**src/common/gf_consts.svh**
```systemverilog
/*
  Field configuration macros for the GF(2^8) arithmetic unit.
  Included by the packages and by every module that sizes logic from the field.
*/
`ifndef GF_CONSTS_SVH
`define GF_CONSTS_SVH

// Field width in bits
`define GF_M 8

// Low M bits of the field polynomial x^8 + x^4 + x^3 + x + 1
`define GF_POLY 8'h1B

// Width of an unreduced polynomial product
`define GF_PROD_W (2 * `GF_M - 1)

// Exponent that yields the multiplicative inverse, 2^M-2
`define GF_INV_EXP ((1 << `GF_M) - 2)

`endif

```
**src/common/gf_arith_pkg.sv**
```systemverilog
/*
  Field arithmetic types shared by the command path and the multiplier.
  Modules import this package to get the element type and the opcodes.
*/
`include "gf_consts.svh"

package gf_arith_pkg;

  // --------------------
  // Data types
  // --------------------

  // One field element, a polynomial of degree below M
  typedef logic [`GF_M-1:0] gf_elem_t;

  // Product of two elements before reduction
  typedef logic [`GF_PROD_W-1:0] gf_prod_t;

  // --------------------
  // Command opcodes
  // --------------------

  typedef enum logic [2:0] {
    OP_ADD = 3'd0,  // a xor b
    OP_MUL = 3'd1,  // a times b
    OP_SQR = 3'd2,  // a squared
    OP_POW = 3'd3,  // a to the power b
    OP_INV = 3'd4   // inverse of a
  } gf_op_e;

endpackage

```
**src/common/gf_ctrl_pkg.sv**
```systemverilog
/*
  Control types for the exponentiation sequencer.
  Imported by the engine only.
*/
`include "gf_consts.svh"

package gf_ctrl_pkg;

  // --------------------
  // Engine FSM
  // --------------------

  typedef enum logic [1:0] {
    ST_IDLE   = 2'd0,  // Waiting for go
    ST_SQUARE = 2'd1,  // Accumulator squared
    ST_MULT   = 2'd2,  // Accumulator times base
    ST_DONE   = 2'd3   // Finish strobe to result side
  } eng_state_e;

  // Index into the exponent, walks MSB down to bit 0
  typedef logic [$clog2(`GF_M)-1:0] exp_cnt_t;

endpackage

```
**src/gf_mul/gf_mul_classic.sv**
```systemverilog
/*
  Combinational GF(2^M) multiplier. Forms the full polynomial product with an
  AND array and XOR columns, then folds the upper bits back with a reduction
  matrix built at elaboration from the field polynomial.
*/
`include "gf_consts.svh"

`default_nettype none

module gf_mul_classic (
  input  gf_arith_pkg::gf_elem_t x0,
  input  gf_arith_pkg::gf_elem_t x1,
  output gf_arith_pkg::gf_elem_t y
);

  localparam int             M    = `GF_M;
  localparam int             PW   = `GF_PROD_W;
  localparam logic [M-1:0]   POLY = `GF_POLY;

  // One row per high product bit, row j is x^(M+j) mod f(x)
  typedef logic [M-2:0][M-1:0] red_mat_t;

  // --------------------
  // Reduction matrix
  // --------------------

  function automatic red_mat_t build_red_mat();
    red_mat_t mat;
    // x^M is congruent to the low polynomial bits
    mat[0] = POLY;
    // Each next row is the previous one times x, reduced once
    for (int j = 1; j < M - 1; j++) begin
      mat[j] = {mat[j-1][M-2:0], 1'b0} ^ (mat[j-1][M-1] ? POLY : '0);
    end
    return mat;
  endfunction

  localparam red_mat_t RED_MAT = build_red_mat();

  // --------------------
  // Polynomial product
  // --------------------

  // pp[i][j] is x0 bit j times x1 bit i
  logic [M-1:0][M-1:0] pp;
  logic [PW-1:0]       prod;

  // AND array
  always_comb begin
    for (int i = 0; i < M; i++) begin
      for (int j = 0; j < M; j++) begin
        pp[i][j] = x0[j] & x1[i];
      end
    end
  end

  // XOR columns, terms with equal degree i+j collapse into one bit
  always_comb begin
    prod = '0;
    for (int i = 0; i < M; i++) begin
      for (int j = 0; j < M; j++) begin
        prod[i+j] = prod[i+j] ^ pp[i][j];
      end
    end
  end

  // --------------------
  // Reduction
  // --------------------

  // Low bits pass straight, each set high bit adds its matrix row
  always_comb begin
    y = prod[M-1:0];
    for (int j = 0; j < M - 1; j++) begin
      y = y ^ (RED_MAT[j] & {M{prod[M+j]}});
    end
  end

endmodule

`default_nettype wire

```
**src/gf_mul/gf_exp_engine.sv**
```systemverilog
/*
  Exponentiation engine. Runs left-to-right square-and-multiply through one
  shared multiplier, or finishes ADD and MUL in a single cycle.
  Drives busy back to the command side and a finish strobe to the result side.
*/
`include "gf_consts.svh"

`default_nettype none

module gf_exp_engine (
  input  logic                   clk,
  input  logic                   rst_n,
  input  logic                   go,
  input  gf_arith_pkg::gf_elem_t base,
  input  gf_arith_pkg::gf_elem_t operand_b,
  input  logic [7:0]             exponent,
  input  logic                   add_mode,
  input  logic                   mul_mode,
  input  logic                   zero_inv,
  output logic                   busy,
  output logic                   fin,
  output gf_arith_pkg::gf_elem_t value,
  output logic                   base_zero_inv
);

  import gf_arith_pkg::*;
  import gf_ctrl_pkg::*;

  eng_state_e state;
  exp_cnt_t   bit_idx;
  gf_elem_t   acc;
  logic       zinv_r;

  gf_elem_t   mul_x0;
  gf_elem_t   mul_x1;
  gf_elem_t   mul_y;

  // --------------------
  // Shared multiplier
  // --------------------

  // Idle feeds the raw operands for a direct multiply
  always_comb begin
    mul_x0 = acc;
    mul_x1 = acc;
    case (state)
      ST_IDLE: begin
        mul_x0 = base;
        mul_x1 = operand_b;
      end
      ST_MULT: mul_x1 = base;
      default: mul_x1 = acc;
    endcase
  end

  gf_mul_classic u_mul (
    .x0 (mul_x0),
    .x1 (mul_x1),
    .y  (mul_y)
  );

  // --------------------
  // Sequencer FSM
  // --------------------

  always_ff @(posedge clk or negedge rst_n) begin
    if (!rst_n) begin
      state   <= ST_IDLE;
      bit_idx <= '0;
      acc     <= '0;
      zinv_r  <= 1'b0;
    end else begin
      case (state)
        ST_IDLE: begin
          if (go) begin
            zinv_r  <= zero_inv;
            bit_idx <= exp_cnt_t'(`GF_M - 1);
            if (add_mode) begin
              acc   <= base ^ operand_b;
              state <= ST_DONE;
            end else if (mul_mode) begin
              acc   <= mul_y;
              state <= ST_DONE;
            end else begin
              // Empty product, squaring 1 keeps it 1 until the first set bit
              acc   <= gf_elem_t'(1);
              state <= ST_SQUARE;
            end
          end
        end
        ST_SQUARE: begin
          acc <= mul_y;
          if (exponent[bit_idx]) begin
            state <= ST_MULT;
          end else if (bit_idx == '0) begin
            state <= ST_DONE;
          end else begin
            bit_idx <= bit_idx - 1'b1;
          end
        end
        ST_MULT: begin
          acc <= mul_y;
          if (bit_idx == '0) begin
            state <= ST_DONE;
          end else begin
            bit_idx <= bit_idx - 1'b1;
            state   <= ST_SQUARE;
          end
        end
        default: state <= ST_IDLE;
      endcase
    end
  end

  // Busy covers the go cycle so the latch cannot take a second start
  assign busy          = go || (state != ST_IDLE);
  assign fin           = (state == ST_DONE);
  assign value         = acc;
  assign base_zero_inv = zinv_r;

  // A go that reaches a running sequencer would be lost
  assert property (@(posedge clk) disable iff (!rst_n) go |-> state == ST_IDLE);

endmodule

`default_nettype wire

```
**src/source/gf_cmd_latch.sv**
```systemverilog
/*
  Command input side. Accepts a start strobe while the engine is idle,
  latches the operands and decodes the opcode into base, exponent and mode.
*/
`include "gf_consts.svh"

`default_nettype none

module gf_cmd_latch (
  input  logic                   clk,
  input  logic                   rst_n,
  input  logic                   start,
  input  gf_arith_pkg::gf_op_e   op,
  input  gf_arith_pkg::gf_elem_t a,
  input  gf_arith_pkg::gf_elem_t b,
  input  logic                   busy,
  output logic                   go,
  output gf_arith_pkg::gf_elem_t base,
  output gf_arith_pkg::gf_elem_t operand_b,
  output logic [7:0]             exponent,
  output logic                   add_mode,
  output logic                   mul_mode,
  output logic                   zero_inv
);

  import gf_arith_pkg::*;

  logic       accept;
  logic [7:0] exp_dec;

  // Starts during a running command are dropped
  assign accept = start && !busy;

  // --------------------
  // Opcode decode
  // --------------------

  always_comb begin
    exp_dec = 8'd0;
    case (op)
      OP_MUL, OP_POW: exp_dec = 8'(b);
      OP_SQR:         exp_dec = 8'd2;
      OP_INV:         exp_dec = 8'(`GF_INV_EXP);
      default:        exp_dec = 8'd0;
    endcase
  end

  // Go strobe and mode flags
  always_ff @(posedge clk or negedge rst_n) begin
    if (!rst_n) begin
      go       <= 1'b0;
      add_mode <= 1'b0;
      mul_mode <= 1'b0;
      zero_inv <= 1'b0;
    end else begin
      go <= accept;
      if (accept) begin
        add_mode <= (op == OP_ADD);
        mul_mode <= (op == OP_MUL);
        // Inverse of zero is flagged here, engine runs it anyway
        zero_inv <= (op == OP_INV) && (a == '0);
      end
    end
  end

  // Operands, held until the next accepted command
  always_ff @(posedge clk) begin
    if (accept) begin
      base      <= a;
      operand_b <= b;
      exponent  <= exp_dec;
    end
  end

  // Busy feedback must block a second go right behind the first
  assert property (@(posedge clk) disable iff (!rst_n) go |=> !go);

endmodule

`default_nettype wire

```
**src/source/gf_result_reg.sv**
```systemverilog
/*
  Result output side. Captures the engine value on fin, holds it until the
  next command completes and pulses done for one cycle.
*/
`default_nettype none

module gf_result_reg (
  input  logic                   clk,
  input  logic                   rst_n,
  input  logic                   fin,
  input  gf_arith_pkg::gf_elem_t value,
  input  logic                   base_zero_inv,
  output logic                   done,
  output gf_arith_pkg::gf_elem_t result,
  output logic                   zero_div
);

  import gf_arith_pkg::*;

  // --------------------
  // Output registers
  // --------------------

  always_ff @(posedge clk or negedge rst_n) begin
    if (!rst_n) begin
      done     <= 1'b0;
      result   <= '0;
      zero_div <= 1'b0;
    end else begin
      // Done mirrors fin one cycle later
      done <= fin;
      if (fin) begin
        zero_div <= base_zero_inv;
        // Zero has no inverse, report 0
        if (base_zero_inv) begin
          result <= gf_elem_t'(0);
        end else begin
          result <= value;
        end
      end
    end
  end

  // Engine finish strobe is a single cycle, so done is too
  assert property (@(posedge clk) disable iff (!rst_n) done |=> !done);

endmodule

`default_nettype wire

```
**src/source/gf_alu_top.sv**
```systemverilog
/*
  Top level of the GF(2^8) arithmetic unit.
  Connects the command latch, the exponentiation engine and the result register.
*/
`default_nettype none

module gf_alu_top (
  input  logic                   clk,
  input  logic                   rst_n,
  input  logic                   start,
  input  gf_arith_pkg::gf_op_e   op,
  input  gf_arith_pkg::gf_elem_t a,
  input  gf_arith_pkg::gf_elem_t b,
  output logic                   busy,
  output logic                   done,
  output gf_arith_pkg::gf_elem_t result,
  output logic                   zero_div
);

  import gf_arith_pkg::*;

  // --------------------
  // Latch to engine
  // --------------------

  logic       go;
  gf_elem_t   base;
  gf_elem_t   operand_b;
  logic [7:0] exponent;
  logic       add_mode;
  logic       mul_mode;
  logic       zero_inv;

  // Engine to result side
  logic       fin;
  gf_elem_t   value;
  logic       base_zero_inv;

  gf_cmd_latch u_cmd_latch (
    .clk       (clk),
    .rst_n     (rst_n),
    .start     (start),
    .op        (op),
    .a         (a),
    .b         (b),
    .busy      (busy),
    .go        (go),
    .base      (base),
    .operand_b (operand_b),
    .exponent  (exponent),
    .add_mode  (add_mode),
    .mul_mode  (mul_mode),
    .zero_inv  (zero_inv)
  );

  gf_exp_engine u_exp_engine (
    .clk           (clk),
    .rst_n         (rst_n),
    .go            (go),
    .base          (base),
    .operand_b     (operand_b),
    .exponent      (exponent),
    .add_mode      (add_mode),
    .mul_mode      (mul_mode),
    .zero_inv      (zero_inv),
    .busy          (busy),
    .fin           (fin),
    .value         (value),
    .base_zero_inv (base_zero_inv)
  );

  gf_result_reg u_result_reg (
    .clk           (clk),
    .rst_n         (rst_n),
    .fin           (fin),
    .value         (value),
    .base_zero_inv (base_zero_inv),
    .done          (done),
    .result        (result),
    .zero_div      (zero_div)
  );

endmodule

`default_nettype wire

```
**config.mk**
```make
export PLATFORM = sky130hd
export DESIGN_NAME = gf_alu_top
export DESIGN_NICKNAME = d
export VERILOG_FILES = /design/src/common/gf_arith_pkg.sv /design/src/common/gf_ctrl_pkg.sv /design/src/gf_mul/gf_mul_classic.sv /design/src/gf_mul/gf_exp_engine.sv /design/src/source/gf_cmd_latch.sv /design/src/source/gf_result_reg.sv /design/src/source/gf_alu_top.sv
export VERILOG_INCLUDE_DIRS = /design/src /design/src/common
export SDC_FILE = /design/constraint.sdc
export NUM_CORES = 1
export LEC_CHECK = 0
export ABC_AREA = 1
export BUFFER_PORTS_ARGS = -buffer_cell sky130_fd_sc_hd__buf_4
export CORE_MARGIN = 2
export CORE_UTILIZATION = 55
export DETAILED_ROUTE_END_ITERATION = 8
export HOLD_SLACK_MARGIN = 0.1
export PLACE_DENSITY = 0.83
export SLEW_MARGIN = 20
export SYNTH_ARGS = -nofsm -noshare
export SYNTH_HDL_FRONTEND = slang
export SYNTH_SLANG_ARGS = --single-unit
export TNS_END_PERCENT = 10
```
**constraint.sdc**
```tcl
create_clock -name clk -period 2.1 [get_ports clk]
set_input_delay 0.21 -clock clk [delete_from_list [all_inputs] [get_ports clk]]
set_output_delay 0.21 -clock clk [all_outputs]
set_load 0.03 [all_outputs]
```
==> results of run 1 <==
## cell usage in the layout, fill, tap and decap left out, drive strengths merged
cell	synthesis	routed
o22ai	4	4
o31a	1	1
clkinv	1	1
a21oi	10	10
clkbuf	3	5
or2	3	3
nand4	3	3
a22oi	1	1
ha	6	6
a31oi	1	1
o21ai	37	37
nand3	54	54
xor2	28	28
nand3b	2	2
and3	1	1
xnor2	12	12
dlygate4sd3	0	19
o31ai	2	2
o21bai	1	1
nor4	2	2
bufinv	0	1
nand2	254	255
a221oi	1	1
nor2	28	29
buf	6	108
o211ai	1	1
dfrtp	28	28
o41ai	1	1
a22o	1	1
edfxtp	24	24
inv	83	85
## layout make-up
class / instances / share of cell area (%)
Clock buffer: 5 / 1.18
Multi-Input combinational cell: 456 / 47.6
Clock inverter: 3 / 0.860
Tap cell: 99 / 2.13
Sequential cell: 52 / 24.4
Inverter: 84 / 5.46
Timing Repair Buffer: 127 / 18.4
## flip-flops by register name, indices dropped and copies added, names as in the netlist
| name | count |
|---|---|
| u_exp_engine.base_zero_inv | 1 |
| u_cmd_latch.mul_mode | 1 |
| u_cmd_latch.add_mode | 1 |
| u_cmd_latch.zero_inv | 1 |
| u_exp_engine.bit_idx | 3 |
| u_exp_engine.state | 2 |
| u_exp_engine.value | 8 |
| u_cmd_latch.go | 1 |
| u_result_reg.done | 1 |
| u_result_reg.zero_div | 1 |
| u_result_reg.result | 8 |
| u_cmd_latch.operand_b | 8 |
| u_cmd_latch.exponent | 8 |
| u_cmd_latch.base | 8 |
## worst paths after layout
kind / end / cells after the start / slack, ns
max: u_exp_engine.value[6] / 21 / -0.56
min: u_cmd_latch.add_mode / 4 / 0.23
max reg2reg: u_exp_engine.value[6] / 21 / -0.56
min reg2reg: u_result_reg.result[0] / 2 / 0.50
max in group asynchronous: u_exp_engine.value[0] / 2 / 1.47
min in group asynchronous: u_cmd_latch.mul_mode / 2 / 0.35
## worst max-delay path: stages, from the launching register on
cell and delay [ns]:
dfrtp_1 0.42, inv_2 0.14, ha_4 0.25, buf_6 0.13
nand2_1 0.05, nand2_1 0.09, inv_2 0.07, nand2_4 0.10
nand2_1 0.09, inv_1 0.09, nand2_1 0.07, nand2_2 0.09
nand2_2 0.07, nand2_1 0.11, buf_4 0.13, xor2_2 0.16
inv_1 0.05, nand2_1 0.08, nand2_1 0.06, nand2_1 0.10
nand3_2 0.11, a21oi_2 0.15
## per-stage QoR
stage / std cells / hold slack [ns] / utilization (%)
after floorplan: 599 / -0.0856 / -
after global placement: 787 / 0.150 / 68.7
after detailed placement: 787 / 0.157 / 68.7
after CTS: 822 / 0.195 / 76.1
after global routing: 826 / 0.249 / 80.2
final: 826 / 0.225 / 80.2
## per-layer routing
| layer | part of all wire (%) | up-vias |
|---|---|---|
| li1 | - | 2146 |
| met1 | 36 | 2125 |
| met2 | 53 | 227 |
| met3 | 5.6 | 60 |
| met4 | 6.4 | 0 |
| met5 | 0 | - |
## cells by family (layout without fill, tap and decap cells)
kind of cell / count (synthesis) / count (layout)
xor gates and xnor gates: 40 / 40
AOI/OAI and AO/OA: 61 / 61
DFF: 52 / 52
buffers and inverters: 93 / 219
adders and majority gates: 6 / 6
and+or+nand+nor: 347 / 349
## repair_timing
item / CTS / global route
endpoints found under the hold margin: 45 / 0
setup buffers: 6 / 4
gates cloned: 2 / 0
hold buffers: 19 / 0
pin swaps: 16 / 33
gates resized for setup: 39 / 67
endpoints found under the setup margin: 8 / 9
==> results.tsv, run 1 <==
stage	metric	value	unit
die	die_x	90.5	um
timing	finalSetupTns	-4.04	ns
flow_run	drv_cap	0	
global_route	grt_pass1_vias	4500	
logic_synthesis	synth_ff_type	dfrtp_1	
worst_setup_path	cp.arrival	2.91	ns
logic_synthesis	synth_common_cells	238 x nand2_1, 78 x inv_1, 52 x nand3_1	
logic_synthesis	muxShareOfSynthArea	0	%
worst_setup_path	crit_path_start_kind	register	
global_route	track_usage	33.0	%
final_layout	fin_area	5820	um^2
logic_synthesis	syn_area	4120	um^2
worst_hold_path	min_path_type	in -> reg	
clock_tree	clk_latency	0.32	ns
logic_synthesis	avgSynthCellArea	6.88	um^2
timing	min_period	2.66	ns
timing	rsz0062_at_grt	yes	
logic_synthesis	synth-simple-area-share	36.1	%
detailed_routing	vias_per_cell	5.52	
placed_design	dpl-instance-area	4980	um^2
worst_setup_path	required	2.35	ns
timing	skew	0.00495	ns
placed_design	place_congestion	1.00	
logic_synthesis	synth_area_leaders	nand2_1 22%, edfxtp_1 17%, dfrtp_1 17%, inv_1 7.1%, nand3_1 6.3%	
global_route	grt_pass1_wl	21400	um
detailed_routing	wl_per_cell	16.9	um
die	coreArea	7250	um^2
die	num_io_pins	33	
logic_synthesis	synth_compound_area_share	9.33	%
worst_setup_path	r2r_start	u_exp_engine.state[0]	
timing	hold_violations	0	
timing	setup_ws	-0.558	ns
clock_tree	clock_sinks	52	
final_layout	fin_nets	754	
logic_synthesis	synth.distinct_cells	40	
final_layout	diodes	0	
placed_design	post-dp-hpwl	9480	um
worst_setup_path	worstPathMaxFanout	8	
logic_synthesis	seq_area_frac_synth	34.5	%
global_route	grt_use_met3	3.59	%
worst_setup_path	crit_path_end_kind	register	
worst_setup_path	critPathKind	reg -> reg	
placed_design	io_buffer_count	32	
timing	period_share	127	%
clock_tree	cts_max_level	2	
final_layout	num-fill-cells	468	
detailed_routing	vias	4558	
clock_tree	clockBufferDepth	2	
timing	final_max_slew_viol_count	0	
logic_synthesis	synthesis.nets	627	
final_layout	syn2layout_area_growth	41.3	%
logic_synthesis	synth_top_family_by_area	simple AND/OR/NAND/NOR gates	
logic_synthesis	synth_fa_ha_area_share	1.82	%
final_layout	multi_input_area	2770	um^2
logic_synthesis	synth_area_leader_cell	nand2_1	
logic_synthesis	yosysMostFrequentCell	nand2_1	
timing	relSlewSlack	74.6	%
global_route	grt_max_degree	30	
timing	worstMarginPinSlew	0.381	ns
global_route	grtUsageMet1	36.8	%
detailed_routing	routed_wl	14000	um
global_route	antenna_found_initial	0	
die	start_util	56.8	%
global_route	grt-ovfl-total	0	
final_layout	drive_above_1_share	32.3	%
global_route	grt.busiest_layer	met2	
worst_setup_path	crit_path_start	u_exp_engine.state[0]	
die	die_h	90.5	um
logic_synthesis	async_reset_ff_share	53.8	%
detailed_routing	drc	0	
timing	fmax	376	MHz
status	violations	negative setup slack	
worst_hold_path	hold_start	op[2]	
die	dieArea	8200	um^2
final_layout	register_area	1420	um^2
clock_tree	clk_transition_reported_paths	0.10	ns
logic_synthesis	syn_inst	599	
global_route	grt.met2_usage	61.0	%
die	row_count	31	
detailed_routing	drt_first_iter_violations	326	
logic_synthesis	synth_edf_count	24	
timing	setup_viol	8	
logic_synthesis	yosys_warnings	0	
logic_synthesis	synth_xor_xnor_area_share	8.69	%
clock_tree	cts_tree	done	
status	status	complete, but fails checks	
detailed_routing	drtPass1Iterations	6	
logic_synthesis	synth-seq-cells	52	
clock_tree	numCtsBuffers	5	
logic_synthesis	synth_top_area_share	21.7	%
placed_design	dp_slack	-0.537	ns
detailed_routing	antenna_left	0	
clock_tree	cts-root-buf	clkbuf_8	
Power of run 1 is left out: the tool's default activity adds up to more than one toggle a clock period on the data nets, which glitch-free logic cannot reach.
==> run 2: changes to the inputs <==
Settings changed: ABC_AREA 1 to not set, BUFFER_PORTS_ARGS -buffer_cell sky130_fd_sc_hd__buf_4 to not set, DONT_BUFFER_PORTS set to 1, PLACE_DENSITY 0.83 to 0.79.
==> run 2 against run 1 <==
Routed wire length is 15% lower. The run still ends with negative setup slack left. Core utilization decreased by 4.1 points. Worst setup slack worse by 0.52 ns. Clock skew grew 0.012 ns. Maximum frequency fell by 16%. Sequential share of layout area is 3.6 points higher. Via count down 25%. Non-clock buffer count shrank 15. Final cell count decreased by 35%. Worst hold slack got worse by 0.11 ns. First-iteration DRC count grew 40%. Critical path depth fell by 8.
==> results.tsv, run 2 <==
stage	metric	value	unit	change
worst_hold_path	hold_start	b[3]		was op[2]
logic_synthesis	yosysMostFrequentCell	a21oi_1		was nand2_1
die	die_h	86.5	um	was 90.5 um
worst_setup_path	worstReg2RegEnd	u_exp_engine.value[7]		was u_exp_engine.value[6]
logic_synthesis	synth_top_family_by_area	XOR/XNOR gates		was simple AND/OR/NAND/NOR gates
timing	hold_violations	0		unchanged
placed_design	post-dp-hpwl	7510	um	was 9480 um
placed_design	place_congestion	1.07		was 1.00
logic_synthesis	synth_edf_count	24		unchanged
timing	min_period	3.18	ns	was 2.66 ns
clock_tree	cts-root-buf	clkbuf_8		unchanged
logic_synthesis	synth-seq-cells	52		unchanged
worst_setup_path	cpMostUsedCell	xnor2_1		was nand2_1
clock_tree	clock_sinks	52		unchanged
logic_synthesis	synth_area_leader_cell	edfxtp_1		was nand2_1
final_layout	fin_nets	487		was 754
global_route	antenna_found_initial	0		unchanged
global_route	grt_pass1_wl	17000	um	was 21400 um
worst_setup_path	max_stage_delay	0.43	ns	was 0.42 ns
clock_tree	clockBufferDepth	2		unchanged
detailed_routing	vias	3433		was 4558
global_route	grt-ovfl-total	0		unchanged
worst_hold_path	whs_path_depth	1		was 4
logic_synthesis	synth_compound_area_share	18.8	%	was 9.33%
worst_hold_path	min_path_type	in -> reg		unchanged
detailed_routing	antenna_left	0		unchanged
die	start_util	56.0	%	was 56.8%
worst_setup_path	path_delay_family	XOR/XNOR gates		was simple AND/OR/NAND/NOR gates
logic_synthesis	seq_area_frac_synth	38.0	%	was 34.5%
clock_tree	cts_max_level	2		unchanged
status	status	complete, but fails checks		unchanged
worst_hold_path	min_to	u_cmd_latch.exponent[3]		was u_cmd_latch.add_mode
clock_tree	clk_transition_reported_paths	0.11	ns	was 0.10 ns
worst_setup_path	critPathKind	reg -> reg		unchanged
logic_synthesis	syn_inst	355		was 599
timing	skew	0.0170	ns	was 0.00495 ns
timing	fmax	315	MHz	was 376 MHz
worst_setup_path	crit_path_end_kind	register		unchanged
die	coreArea	6680	um^2	was 7250 um^2
logic_synthesis	yosys_warnings	0		unchanged
die	row_count	30		was 31
logic_synthesis	muxShareOfSynthArea	5.72	%	was 0%
worst_setup_path	r2r_setup_slack	-1.08	ns	was -0.56 ns
timing	relSlewSlack	44.6	%	was 74.6%
timing	worstMarginPinSlew	0.830	ns	was 0.381 ns
worst_setup_path	crit_chain	inv_2 > ha_4 > buf_12 > buf_6 > a22oi_4 > a21oi_1 > xnor2_1 > xnor2_2 > xnor3_1 > xnor2_1 > a221oi_1 > buf_4 > nor2_1		was inv_2 > ha_4 > buf_6 > nand2_1 > nand2_1 > inv_2 > nand2_4 > nand2_1 > inv_1 > nand2_1 > nand2_2 > nand2_2 > nand2_1 > buf_4 > xor2_2 > inv_1 > nand2_1 > nand2_1 > nand2_1 > nand3_2 > a21oi_2
logic_synthesis	synth_common_cells	57 x a21oi_1, 46 x xnor2_1, 28 x dfrtp_1		was 238 x nand2_1, 78 x inv_1, 52 x nand3_1
final_layout	fin_area	5090	um^2	was 5820 um^2
worst_setup_path	worst-path-buf-inv	4		was 6
detailed_routing	routed_wl	11800	um	was 14000 um
logic_synthesis	synthesis.nets	383		was 627
logic_synthesis	synth-simple-area-share	9.86	%	was 36.1%
detailed_routing	vias_per_cell	6.36		was 5.52
logic_synthesis	synth_fa_ha_area_share	2.01	%	was 1.82%
clock_tree	cts_tree	done		unchanged
logic_synthesis	synth_area_leaders	edfxtp_1 19%, dfrtp_1 19%, xnor2_1 11%, a21oi_1 7.6%, xor2_1 3.0%		was nand2_1 22%, edfxtp_1 17%, dfrtp_1 17%, inv_1 7.1%, nand3_1 6.3%
timing	setup_viol	8		unchanged
worst_setup_path	crit_path_start_kind	register		unchanged
logic_synthesis	avgSynthCellArea	10.5	um^2	was 6.88 um^2
placed_design	io_buffer_count	0		was 32
worst_setup_path	required	2.31	ns	was 2.35 ns
placed_design	dpl-instance-area	4440	um^2	was 4980 um^2
worst_setup_path	cp_slowest_cell	xnor3_1		was dfrtp_1
global_route	track_usage	30.0	%	was 33.0%
global_route	grt_max_degree	29		was 30
final_layout	mostFrequentLayoutCell	buf_4		was nand2_1
worst_setup_path	r2r_start	u_exp_engine.state[0]		unchanged
global_route	grt_pass1_vias	3300		was 4500
timing	final_max_slew_viol_count	0		unchanged
flow_run	drv_cap	0		unchanged
final_layout	syn2layout_area_growth	35.9	%	was 41.3%
logic_synthesis	synth_top_area_share	19.3	%	was 21.7%
timing	setup_ws	-1.08	ns	was -0.558 ns
logic_synthesis	syn_area	3740	um^2	was 4120 um^2
status	violations	negative setup slack		unchanged
worst_setup_path	cp.arrival	3.38	ns	was 2.91 ns
logic_synthesis	async_reset_ff_share	53.8	%	unchanged
worst_setup_path	reg2reg_depth	13		was 21
die	dieArea	7480	um^2	was 8200 um^2
timing	rsz0062_at_grt	yes		unchanged
worst_setup_path	worstPathMaxFanout	9		was 8
detailed_routing	drtPass1Iterations	5		was 6
die	num_io_pins	33		unchanged
final_layout	layout_common_cells	81 x buf_4, 42 x a21oi_1, 34 x xnor2_1, 27 x dfrtp_1, 26 x nor2_1		was 197 x nand2_1, 98 x buf_4, 72 x inv_1, 43 x nand2_2, 41 x nand3_1
timing	period_share	151	%	was 127%
final_layout	drive_above_1_share	39.1	%	was 32.3%
detailed_routing	drt_first_iter_violations	456		was 326
final_layout	diodes	0		unchanged
logic_synthesis	synth_xor_xnor_area_share	21.1	%	was 8.69%
die	die_x	86.5	um	was 90.5 um
logic_synthesis	synth_ff_type	dfrtp_1		unchanged
detailed_routing	wl_per_cell	21.9	um	was 16.9 um
detailed_routing	drc	0		unchanged
clock_tree	numCtsBuffers	5		unchanged
logic_synthesis	synth.distinct_cells	46		was 40
clock_tree	clk_latency	0.31	ns	was 0.32 ns
## run 2: cell count changes in the layout (fill, tap and decap cells not counted), moves of 13 or more
cell | previous run | this run
nand3_1 | 41 | 4
xnor2_1 | 7 | 34
nand2_2 | 43 | 1
buf_4 | 98 | 81
nand2_1 | 197 | 16
a21oi_1 | 6 | 42
a21oi_2 | 4 | 17
nand2_4 | 14 | 0
inv_1 | 72 | 14
## run 2: worst max-delay path by stage
stage	from	endpoint	slack, ns	cells after the start
6_report	u_exp_engine.state[0]	u_exp_engine.value[7]	-1.08	13
5_1_grt	u_exp_engine.state[1]	u_exp_engine.value[5]	-1.14	13
4_1_cts	u_exp_engine.state[0]	u_exp_engine.value[6]	-0.92	11
3_5_place_dp	u_exp_engine.state[0]	u_exp_engine.value[4]	-1.07	12
3_3_place_gp	u_exp_engine.state[0]	u_exp_engine.value[4]	-1.02	12
2_1_floorplan	u_exp_engine.state[1]	u_exp_engine.value[0]	-0.75	12
## run 2: area by class of cell
cell class,instances,area (um^2)
tap,80,100
timing repair buffer,112,978
fill,389,1600
inverter,16,60.1
sequential,52,1420
clock buffer,6,93.8
multi-input combinational,272,2410
clock inverter,2,16.3
## run 2: repair_timing
action / 4_1_cts / 5_1_grt
buffers inserted: 2 / 9
resized for setup: 13 / 40
setup endpoints to repair: 8 / 36
pin swaps: 3 / 14
endpoints found under the hold margin: 44 / 1
hold buffers: 18 / 1
## run 2: layer usage
metal	global-route usage, %	share of wire [%]	vias up
li1	-	-	1464
met1	36.6	35	1665
met2	53.6	52	245
met3	3.90	8.5	59
met4	12.2	5.1	0
met5	0	0	-
## run 2: cells by family (layout without fill, tap and decap cells)
logic type	after synthesis	in the layout
mux	14	14
fa+ha+maj	6	6
simple gates	73	73
compound gates	107	107
xor+xnor	72	72
buf+inv	31	136
flops	52	52
## run 2: through the flow
step                      utilization (%)  hold WS [ns]  setup WS, ns  instances  setup TNS (ns)
after floorplan                         -       -0.0856        -0.748        355          -12.49
after detailed placement             66.4       -0.0852         -1.07        503           -7.70
final                                76.1         0.114         -1.08        540           -7.91
after global placement               66.4       -0.0851         -1.02        503           -7.44
after global routing                 76.1         0.103         -1.14        540           -8.47
after CTS                            72.2         0.107        -0.920        531           -6.94
Power of run 2 is left out for the same reason.
